--- config.mk ---
export PLATFORM = sky130hd
export DESIGN_NAME = mic_top
export DESIGN_NICKNAME = d
export VERILOG_FILES = /design/src/logic/mic_cfg_pkg.sv /design/src/logic/mic_op_pkg.sv /design/src/logic/mic_if.sv /design/src/logic/mic_cond.sv /design/src/logic/mic_decode.sv /design/src/logic/mic_stack.sv /design/src/logic/mic_masel.sv /design/src/logic/mic_top.sv
export SDC_FILE = /design/constraint.sdc
export NUM_CORES = 1
export LEC_CHECK = 0
export BUFFER_PORTS_ARGS = -buffer_cell sky130_fd_sc_hd__buf_2
export CAP_MARGIN = 20
export CORE_MARGIN = 2
export CORE_UTILIZATION = 35
export DETAILED_ROUTE_END_ITERATION = 10
export PLACE_DENSITY_LB_ADDON = 0.05
export SYNTH_ARGS = -nofsm -noshare
export SYNTH_HDL_FRONTEND = slang
export SYNTH_SLANG_ARGS = --single-unit
--- constraint.sdc ---
create_clock -name sysclk -period 4.29 [get_ports sysclk]
set_input_delay 0 -clock sysclk [delete_from_list [all_inputs] [get_ports sysclk]]
set_output_delay 0 -clock sysclk [all_outputs]
set_load 0.01 [all_outputs]
--- src/logic/mic_cfg_pkg.sv ---
package mic_cfg_pkg;

  // Field widths of the sequencer
  localparam int UADDR_W     = 13;  // Control store address
  localparam int LC_W        = 8;   // Loop counter
  localparam int IR_W        = 7;   // Instruction vector latch
  localparam int RADDR_W     = 4;   // Register file address
  localparam int FLAG_W      = 8;   // Status flags to the condition mux

  // Return stack depth, the top level may override it
  localparam int STACK_DEPTH = 4;

  // Micro-address, wraps modulo 2^13
  typedef logic [UADDR_W-1:0] uaddr_t;

  typedef logic [LC_W-1:0]    lc_t;     // Loop count
  typedef logic [IR_W-1:0]    ir_t;     // Instruction vector
  typedef logic [RADDR_W-1:0] raddr_t;  // A or B register address

  // Literal field of the microword
  typedef logic [15:0]        csbit_t;

  typedef logic [15:0]        data_t;   // CD bus word
  typedef logic [FLAG_W-1:0]  flags_t;  // Indexed by tsel

endpackage

--- src/logic/mic_op_pkg.sv ---
package mic_op_pkg;

  // Sequencing operation of the microword
  typedef enum logic [1:0] {
    SEQ_NEXT = 2'd0,  // Fall through to ma+1
    SEQ_JUMP = 2'd1,  // Conditional jump
    SEQ_CALL = 2'd2,  // Conditional call, pushes ma+1
    SEQ_RET  = 2'd3   // Conditional return
  } seq_op_t;

  // Source of the jump target low bits
  typedef enum logic [1:0] {
    JMP_LIT = 2'd0,  // All 13 bits from csbit
    JMP_VEC = 2'd1,  // Low nibble from IR[3:0]
    JMP_REG = 2'd2   // Low nibble from laa
  } jsel_t;

  // A register address source
  typedef enum logic [1:0] {
    ASEL_LIT = 2'd0,  // csbit[15:12]
    ASEL_PIL = 2'd1,  // Current priority level
    ASEL_IR  = 2'd2,  // IR[6:3]
    ASEL_LC  = 2'd3   // Loop counter low nibble
  } asel_t;

  // B register address source
  // IR fields are three bits wide and get a zero on top
  typedef enum logic [1:0] {
    BSEL_LIT  = 2'd0,  // csbit[11:8]
    BSEL_IRLO = 2'd1,  // IR[2:0]
    BSEL_IRHI = 2'd2,  // IR[5:3]
    BSEL_LC   = 2'd3
  } bsel_t;

endpackage

--- src/logic/mic_if.sv ---
`timescale 1ns/100ps

// Results of the condition unit as seen by the rest of the sequencer
interface cond_if;
  import mic_cfg_pkg::*;

  logic   taken;   // Branch decision for the current microcycle
  logic   lcz;     // Loop counter is zero
  raddr_t lc_nib;  // Low nibble of the loop counter
  logic   cond_q;  // Condition as registered on the last step

  // Driven by the condition unit
  modport src (
    output taken,
    output lcz,
    output lc_nib,
    output cond_q
  );

  // Address selector only needs the decision
  modport seq (
    input taken
  );

  // Decode unit uses the counter as a register address source
  modport dec (
    input lc_nib
  );

endinterface

--- src/logic/mic_cond.sv ---
`timescale 1ns/100ps

module mic_cond #(
  parameter int LC_W = mic_cfg_pkg::LC_W
) (
  input  logic                sysclk,
  input  logic                rst_n,
  input  logic                step,
  input  mic_cfg_pkg::flags_t flags,
  input  logic [2:0]          tsel,
  input  logic                tpol,
  input  logic                cond_en,
  input  logic                csloop,
  input  logic                ldlc,
  input  mic_cfg_pkg::data_t  cd,
  cond_if.src                 c
);
  import mic_cfg_pkg::*;

  logic [LC_W-1:0] lc;     // Loop counter
  logic            lc_nz;
  logic            flag_sel;
  logic            cond_ok;
  logic            cond_r;

  assign lc_nz    = |lc;
  assign flag_sel = flags[tsel] ^ tpol;  // tpol inverts the test

  // Loop test wins over the flag test
  always_comb begin
    if (csloop)
      cond_ok = lc_nz;
    else if (!cond_en)
      cond_ok = 1'b1;  // Unconditional
    else
      cond_ok = flag_sel;
  end

  always_ff @(posedge sysclk) begin
    if (!rst_n) begin
      lc     <= '0;
      cond_r <= 1'b0;
    end else if (step) begin
      if (ldlc)
        lc <= cd[LC_W-1:0];
      else if (csloop && lc_nz)
        lc <= lc - 1'b1;  // Stops at zero
      cond_r <= cond_ok;
    end
  end

  assign c.taken  = cond_ok;
  assign c.lcz    = ~lc_nz;
  assign c.lc_nib = lc[RADDR_W-1:0];
  assign c.cond_q = cond_r;

  // A loop step on an empty counter must leave it at zero
  a_lc_no_wrap : assert property (
    @(posedge sysclk) disable iff (!rst_n)
    (step && !ldlc && !lc_nz) |=> !lc_nz
  ) else $error("loop counter left zero without a load");

endmodule

--- src/logic/mic_decode.sv ---
`timescale 1ns/100ps

module mic_decode (
  input  logic                sysclk,
  input  logic                rst_n,
  input  logic                step,
  input  logic                ldir,
  input  mic_cfg_pkg::data_t  cd,
  input  mic_cfg_pkg::csbit_t csbit,
  input  mic_cfg_pkg::raddr_t pil,
  input  mic_op_pkg::asel_t   asel,
  input  mic_op_pkg::bsel_t   bsel,
  input  mic_op_pkg::jsel_t   jsel,
  cond_if.dec                 c,
  output mic_cfg_pkg::raddr_t laa,
  output mic_cfg_pkg::raddr_t lba,
  output mic_cfg_pkg::uaddr_t target
);
  import mic_cfg_pkg::*;
  import mic_op_pkg::*;

  ir_t    ir;     // Instruction vector latch
  raddr_t laa_d;
  raddr_t lba_d;

  // A address mux, all sources seen before the step
  always_comb begin
    case (asel)
      ASEL_LIT: laa_d = csbit[15:12];
      ASEL_PIL: laa_d = pil;
      ASEL_IR:  laa_d = ir[IR_W-1:3];
      default:  laa_d = c.lc_nib;
    endcase
  end

  always_comb begin
    case (bsel)
      BSEL_LIT:  lba_d = csbit[11:8];
      BSEL_IRLO: lba_d = {1'b0, ir[2:0]};
      BSEL_IRHI: lba_d = {1'b0, ir[5:3]};
      default:   lba_d = c.lc_nib;
    endcase
  end

  // Upper target bits always come from the literal
  always_comb begin
    case (jsel)
      JMP_VEC: target = {csbit[UADDR_W-1:4], ir[3:0]};
      JMP_REG: target = {csbit[UADDR_W-1:4], laa};
      default: target = csbit[UADDR_W-1:0];
    endcase
  end

  always_ff @(posedge sysclk) begin
    if (!rst_n) begin
      ir  <= '0;
      laa <= '0;
      lba <= '0;
    end else if (step) begin
      if (ldir)
        ir <= cd[IR_W-1:0];
      laa <= laa_d;  // Reloaded every microcycle
      lba <= lba_d;
    end
  end

endmodule

--- src/logic/mic_stack.sv ---
`timescale 1ns/100ps

module mic_stack #(
  parameter int STACK_DEPTH = mic_cfg_pkg::STACK_DEPTH
) (
  input  logic                sysclk,
  input  logic                rst_n,
  input  logic                push,
  input  logic                pop,
  input  mic_cfg_pkg::uaddr_t push_data,
  output mic_cfg_pkg::uaddr_t top,
  output logic                empty,
  output logic                full
);
  import mic_cfg_pkg::*;

  localparam int CNT_W = $clog2(STACK_DEPTH + 1);

  uaddr_t           stk [STACK_DEPTH];  // Entry 0 is the top
  logic [CNT_W-1:0] cnt;

  // Shift register stack, the bottom entry falls off on overflow
  always_ff @(posedge sysclk) begin
    if (push) begin
      stk[0] <= push_data;
      for (int i = 1; i < STACK_DEPTH; i++) begin
        stk[i] <= stk[i-1];
      end
    end else if (pop) begin
      for (int i = 0; i < STACK_DEPTH - 1; i++) begin
        stk[i] <= stk[i+1];
      end
    end
  end

  // Depth count, saturates when full
  always_ff @(posedge sysclk) begin
    if (!rst_n)
      cnt <= '0;
    else if (push && !full)
      cnt <= cnt + 1'b1;
    else if (pop && !empty)
      cnt <= cnt - 1'b1;
  end

  assign top   = stk[0];
  assign empty = (cnt == '0);
  assign full  = (cnt == CNT_W'(STACK_DEPTH));

  a_no_push_pop : assert property (
    @(posedge sysclk) disable iff (!rst_n)
    !(push && pop)
  ) else $error("stack push and pop in the same cycle");

endmodule

--- src/logic/mic_masel.sv ---
`timescale 1ns/100ps

module mic_masel #(
  parameter int STACK_DEPTH = mic_cfg_pkg::STACK_DEPTH
) (
  input  logic                  sysclk,
  input  logic                  rst_n,
  input  logic                  step,
  input  mic_op_pkg::seq_op_t   seq_op,
  input  mic_cfg_pkg::uaddr_t   target,
  cond_if.seq                   c,
  output mic_cfg_pkg::uaddr_t   ma,
  output logic                  deep
);
  import mic_cfg_pkg::*;
  import mic_op_pkg::*;

  uaddr_t ma_inc;
  uaddr_t ma_d;
  uaddr_t top;    // Return address on the stack
  logic   push;
  logic   pop;
  logic   empty;
  logic   full;

  assign ma_inc = ma + 1'b1;  // Wraps at the top of the control store

  // Next address select
  always_comb begin
    ma_d = ma_inc;
    push = 1'b0;
    pop  = 1'b0;
    case (seq_op)
      SEQ_JUMP: begin
        if (c.taken)
          ma_d = target;
      end
      SEQ_CALL: begin
        if (c.taken) begin
          ma_d = target;
          push = step;  // Saves ma+1
        end
      end
      SEQ_RET: begin
        // Return on an empty stack falls through
        if (c.taken && !empty) begin
          ma_d = top;
          pop  = step;
        end
      end
      default: ma_d = ma_inc;
    endcase
  end

  always_ff @(posedge sysclk) begin
    if (!rst_n)
      ma <= '0;
    else if (step)
      ma <= ma_d;
  end

  mic_stack #(
    .STACK_DEPTH(STACK_DEPTH)
  ) u_stack (
    .sysclk   (sysclk),
    .rst_n    (rst_n),
    .push     (push),
    .pop      (pop),
    .push_data(ma_inc),
    .top      (top),
    .empty    (empty),
    .full     (full)
  );

  assign deep = full;

endmodule

--- src/logic/mic_top.sv ---
`timescale 1ns/100ps

module mic_top #(
  parameter int STACK_DEPTH = mic_cfg_pkg::STACK_DEPTH,
  parameter int LC_W        = mic_cfg_pkg::LC_W
) (
  input  logic                sysclk,
  input  logic                rst_n,
  input  logic                step,     // One microcycle per high clock edge
  input  logic                cond_en,
  input  logic                tpol,
  input  logic                csloop,
  input  logic                ldlc,
  input  logic                ldir,
  input  mic_cfg_pkg::data_t  cd,
  input  mic_cfg_pkg::csbit_t csbit,
  input  mic_cfg_pkg::flags_t flags,
  input  logic [2:0]          tsel,
  input  mic_cfg_pkg::raddr_t pil,
  input  mic_op_pkg::seq_op_t seq_op,
  input  mic_op_pkg::jsel_t   jsel,
  input  mic_op_pkg::asel_t   asel,
  input  mic_op_pkg::bsel_t   bsel,
  output mic_cfg_pkg::uaddr_t ma,
  output mic_cfg_pkg::raddr_t laa,
  output mic_cfg_pkg::raddr_t lba,
  output logic                cond,
  output logic                lcz_n,
  output logic                deep
);
  import mic_cfg_pkg::*;

  uaddr_t target;  // Decode to address select

  cond_if c ();

  // Condition unit and decode unit run side by side
  mic_cond #(
    .LC_W(LC_W)
  ) u_cond (
    .sysclk (sysclk),
    .rst_n  (rst_n),
    .step   (step),
    .flags  (flags),
    .tsel   (tsel),
    .tpol   (tpol),
    .cond_en(cond_en),
    .csloop (csloop),
    .ldlc   (ldlc),
    .cd     (cd),
    .c      (c)
  );

  mic_decode u_decode (
    .sysclk(sysclk),
    .rst_n (rst_n),
    .step  (step),
    .ldir  (ldir),
    .cd    (cd),
    .csbit (csbit),
    .pil   (pil),
    .asel  (asel),
    .bsel  (bsel),
    .jsel  (jsel),
    .c     (c),
    .laa   (laa),
    .lba   (lba),
    .target(target)
  );

  mic_masel #(
    .STACK_DEPTH(STACK_DEPTH)
  ) u_masel (
    .sysclk(sysclk),
    .rst_n (rst_n),
    .step  (step),
    .seq_op(seq_op),
    .target(target),
    .c     (c),
    .ma    (ma),
    .deep  (deep)
  );

  assign cond  = c.cond_q;
  assign lcz_n = ~c.lcz;  // Active low at the pins

endmodule

### Word-level counts from Yosys, hierarchy flattened

Memories as Yosys holds them, arrays and structs flattened.
Cells that the tools add are included.

| storage, ports and cells | value |
|---|---|
| bits in registers | 40 |
| memory bits (writable) | 52 |
| input port bits | 63 |
| output and inout bits | 24 |
| word-level logic and storage cells | 68 |
| memories | 1 |

Memory list:

| memory | words | width | read ports | clocked after memory_dff | wr ports | line | source |
|---|---|---|---|---|---|---|---|
| u_masel.u_stack.stk | 4 | 13 | 4 | 0 | 4 | mic_stack.sv:19 | `uaddr_t stk [STACK_DEPTH];` |

| operators by class | value |
|---|---|
| $add $sub $neg | 4 |
| order comparisons | 1 |
| equal/unequal tests | 10 |
| muxes and demuxes | 26 |
| bitwise gates (word level) | 4 |
| reduce and logical (&&, ||, !) cells | 15 |

Operators with widths:

| operator | number |
|---|---|
| $mux W13 | 5 |
| $pmux W13 S2 | 1 |
| $pmux W4 S3 | 2 |
| $mux W8 | 2 |
| $add A13 B1 Y13 const B | 1 |
| $mux W1 | 12 |
| $eq A2 B2 Y1 const B | 5 |
| $eq A2 B1 Y1 const B | 4 |
| $pmux W4 S2 | 1 |
| $reduce_or A8 Y1 | 1 |
| $sub A8 B1 Y8 const B | 1 |
| $mux W3 | 2 |
| $logic_and A1 B1 Y1 | 4 |
| $logic_not A2 Y1 | 2 |
| $lt A3 B4 Y1 const B | 1 |
| $reduce_and A2 Y1 | 2 |
| $reduce_bool A2 Y1 | 2 |
| $add A3 B1 Y3 const B | 1 |
| $bmux W1 S3 | 1 |
| $eq A3 B3 Y1 const B | 1 |
| $logic_not A3 Y1 | 1 |
| $or A1 B1 Y1 | 3 |
| $sub A3 B1 Y3 const B | 1 |
| $logic_not A1 Y1 | 2 |
| other kinds (2) | 2 |

### Depth between registers and ports, before layout

| depth | value |
|---|---|
| depth after elaboration | 12 |
| mapped depth | 11 |
| gate-level depth less buffers | 11 |

### Cells and area by module

A second synthesis with hierarchy kept.

| second synthesis, totals | value |
|---|---|
| cell total of the unflattened synthesis | 505 |
| area total of the unflattened synthesis | 5,337.6 um^2 |

Modules (own cells, without submodules):

| module | instances | cells each | area an instance (um^2) | sequential area each (um^2) |
|---|---|---|---|---|
| mic_stack | 1 | 119 | 2,282.2 | 1,621.6 |
| mic_masel | 1 | 195 | 1,380.1 | 260.2 |
| mic_decode | 1 | 104 | 959.7 | 300.3 |
| mic_cond | 1 | 86 | 711.9 | 180.2 |
| mic_top | 1 | 1 | 3.8 | 0.0 |

### Worst setup path after synthesis

OpenSTA, ideal clock, no wires.

| timing path | value |
|---|---|
| kind | input to register |
| start | in tsel[0] |
| end | mem u_masel.u_stack.stk[0][0] (netlist name) (enable) |
| library setup time | 0.448 ns |
| data arrival time | 3.061 ns |
| required time | 3.842 ns |
| path slack | 0.781 ns |
| stages | 6 |
| buffers on the path | 1 |
| cell sequence | buf_4 mux2i_1 mux4_2 mux2i_4 nand3_2 a21oi_1 |

RTL lines:

| what | line | source |
|---|---|---|
| from (decl) | mic_top.sv:18 | `input logic [2:0] tsel,` |
| to (decl) | mic_stack.sv:19 |  |

==> impl_metrics.toml <==
[synthesis]
synthesis.area_sq_mm = 0.00501
ys_top_cells_by_area = "edfxtp_1 31%, dfxtp_1 16%, mux2_4 8.4%, a21oi_1 4.4%, mux4_2 3.6%"
yosysMostFrequentCell = "edfxtp_1"
yosysSeqAreaShare = 0.471
syn_avg_cell_area_sq_um = 11.0
yosysUniqueCellTypes = 54
synth_top_cell_area_share = 0.311
ys.warnings.count = 0
synthTopCellsByCount = "52 x edfxtp_1, 44 x a21oi_1, 40 x dfxtp_1, 37 x nor2_1, 36 x nand2_1"
ys_ff_latch = 92
synth_fp_nets = 529
synth_cells = 457
async_flop_share = 0
synth-edff-count = 52
synth_top_cell_by_area = "edfxtp_1"
synth_flop_cell = "edfxtp_1"

[drt]
route.detailed.drc = 0
viasPerCell = 5.34
ant_nets = 0
route.vias.total = 3861
first_pass_iters = 5
wl_microns = 13300
routedWlPerCell_microns = 18.4
dr.first_iter.drc_count = 218

[place]
post_dp_cell_area_sq_mm = 0.00556
dp.final_hpwl_microns = 9220
place_congestion = 0.808
post-place-ws_ns = 1.18
portBuffers = 78

[finish]
nFillCells = 1344
layout-drive-gt1-share = 0.285
final_nets = 610
antenna_cells = 0
area_growth_pct = 19.2
postLayoutCellArea_sq_mm = 0.00597

[timing]
fin_tns_setup_ns = 0
hold_viol = 0
slew-limit-headroom = 0.415
tightestPinTransition_ns = 0.876
rsz0062_at_grt = "no"
report.final.slew_viol_count = 0
fin_skew_ns = 0.00884
period_share = 0.724
fin_ws_ns = 1.18
period_needed_ns = 3.11
setup_viol = 0
clock.fmax_mhz = 322

[global_routing]
grt_pass1_wl_microns = 20800
grt_antenna_before_repair = 0
globalRouteMet3Util = 0.0554
gr-total-overflow = 0
grtUsageMet2 = 0.306
grt_use_total = 0.182
grt_use_met1 = 0.231
grt_pass1_vias = 3825
top_usage_layer = "met2"
grt_max_degree = 44

[worst_setup_path]
crit_path_start = "u_cond.lc[0]$_SDFFE_PN0P_"
critPathLaunchType = "flop"
crit_fanout = 26
cp.required_ns = 4.39
end_kind = "flop"
timing.critical_path.to = "u_masel.u_stack.stk[2][4]$_DFFE_PP_"
timing.rr.end = "u_masel.u_stack.stk[2][4]$_DFFE_PP_"
worstReg2RegStart = "u_cond.lc[0]$_SDFFE_PN0P_"
rrSetupSlack_ns = 1.18
path_class = "flop to flop"
reg2reg_depth = 9
crit_arrival_ns = 3.20

[power]
total_power_mw = 2.22
leakage_nw = 2.44
power_density_mw_per_mm2 = 371
peakVddDrop_v = 0.000238

[clocking]
clockBufferDepth = 2
cts_sinks = 92
clk_latency_ns = 0.35
tritoncts = "done"
cts_setup_buffers = 0
clk_pin_slew_ns = 0.07
ctsResizeCount = 0
cts_htree_levels = 3
cts_hold_buf = 13
cts_made_buffers = 9
root_buffer = "clkbuf_16"

[die]
fp.dieH_microns = 124
core_sq_mm = 0.0139
initial_core_util = 0.360
die_x_microns = 124
io_pins = 87
dieArea_sq_mm = 0.0153
std_cell_rows = 43

[worst_hold_path]
min_path_type = "input port to flop"

[flow_run]
drv_cap = 0

[run_status]
status = "completed"
[stage by stage]
step                      hold slack (ns)  instances   util
after floorplan                     0.147        457      -
after global placement              0.288        694  0.399
after detailed placement            0.298        694  0.399
after CTS                          0.0112        723  0.429
after global routing               0.0262        723  0.429
final                              0.0248        723  0.429
[worst max-delay path: stages, from the launching register on]
cell and delay [ns]:
dfxtp_1 0.47, inv_1 0.10, ha_1 0.23, nand2_1 0.07, nor3_1 0.04, nand3_1 0.21, nand3_2 0.20, or3_2 0.84
buf_4 0.37, mux2_4 0.32
[logic make-up after synthesis]
family	after synthesis	synth area share
xor gates and xnor gates	13	0.0227
and+or+nand+nor	128	0.119
AOI/OAI and AO/OA	105	0.134
muxes	69	0.192
buffers and inverters	41	0.0369
DFF	92	0.471
adders and majority gates	9	0.0240
[power by group]
group | internal [mW] | switching, mW | total, mW
registers | 0.987 | 0.0491 | 1.04
clock network | 0.447 | 0.354 | 0.800
logic | 0.176 | 0.206 | 0.382
total | 1.61 | 0.609 | 2.22
[sequential cells by signal, summed over array words and instances, names as in the netlist]
register             count
u_masel.u_stack.stk     52
u_masel.ma              13
u_cond.lc                8
u_decode.ir              7
u_decode.laa             4
u_decode.lba             4
u_masel.u_stack.cnt      3
u_cond.c.cond_q          1
[how the worst min path moves through the flow]
stage                        from                           end  slack, ns  cells after the start
final                     bsel[0]  u_decode.lba[3]$_SDFFE_PN0P_       0.02                      3
after global routing      bsel[0]  u_decode.lba[3]$_SDFFE_PN0P_       0.03                      3
after CTS                 bsel[0]  u_decode.lba[3]$_SDFFE_PN0P_       0.01                      3
after detailed placement    cd[6]   u_decode.ir[6]$_SDFFE_PN0P_       0.30                      3
after global placement      cd[6]   u_decode.ir[6]$_SDFFE_PN0P_       0.29                      3
after floorplan             cd[6]   u_decode.ir[6]$_SDFFE_PN0P_       0.15                      2
[layer usage]
layer / up-vias / part of all wire / routed length [microns]
met2: 83 / 0.48 / 6440
met3: 9 / 0.048 / 636
li1: 1880 / - / -
met1: 1889 / 0.46 / 6100
met4: 0 / 0.0092 / 123
met5: - / 0 / 0
[area by class of cell]
class	count	area (sq um)	area share
Sequential cell	92	2360	0.395
Timing Repair Buffer	96	558	0.0934
Multi-Input combinational cell	324	2490	0.417
Clock buffer	10	229	0.0383
Inverter	15	56.3	0.00942
Tap cell	180	225	0.0377
Clock inverter	6	55.1	0.00921
[cells in the final DEF, fill, tap and decap left out, types with 3 or more instances in the layout]
cell type	synthesis	layout
xnor2_1	6	6
o21ai_0	15	15
ha_1	8	8
a31oi_1	3	3
clkbuf_16	0	9
xor2_1	7	7
nand3_1	20	20
buf_4	2	5
and3_1	6	6
inv_1	15	15
o221ai_1	9	9
mux2i_1	17	17
edfxtp_1	52	52
buf_2	1	78
dlygate4sd3_1	0	13
a21oi_1	44	43
nor2_1	37	36
nand2_1	36	36
nor3_1	11	11
and4_1	3	3
mux2_2	15	15
nand4_1	3	3
a221oi_1	4	4
a22oi_1	5	5
mux2_4	28	28
mux4_2	8	8
o211ai_1	7	7
o31ai_1	4	4
dfxtp_1	40	40
(Power assumes the default switching activity.)
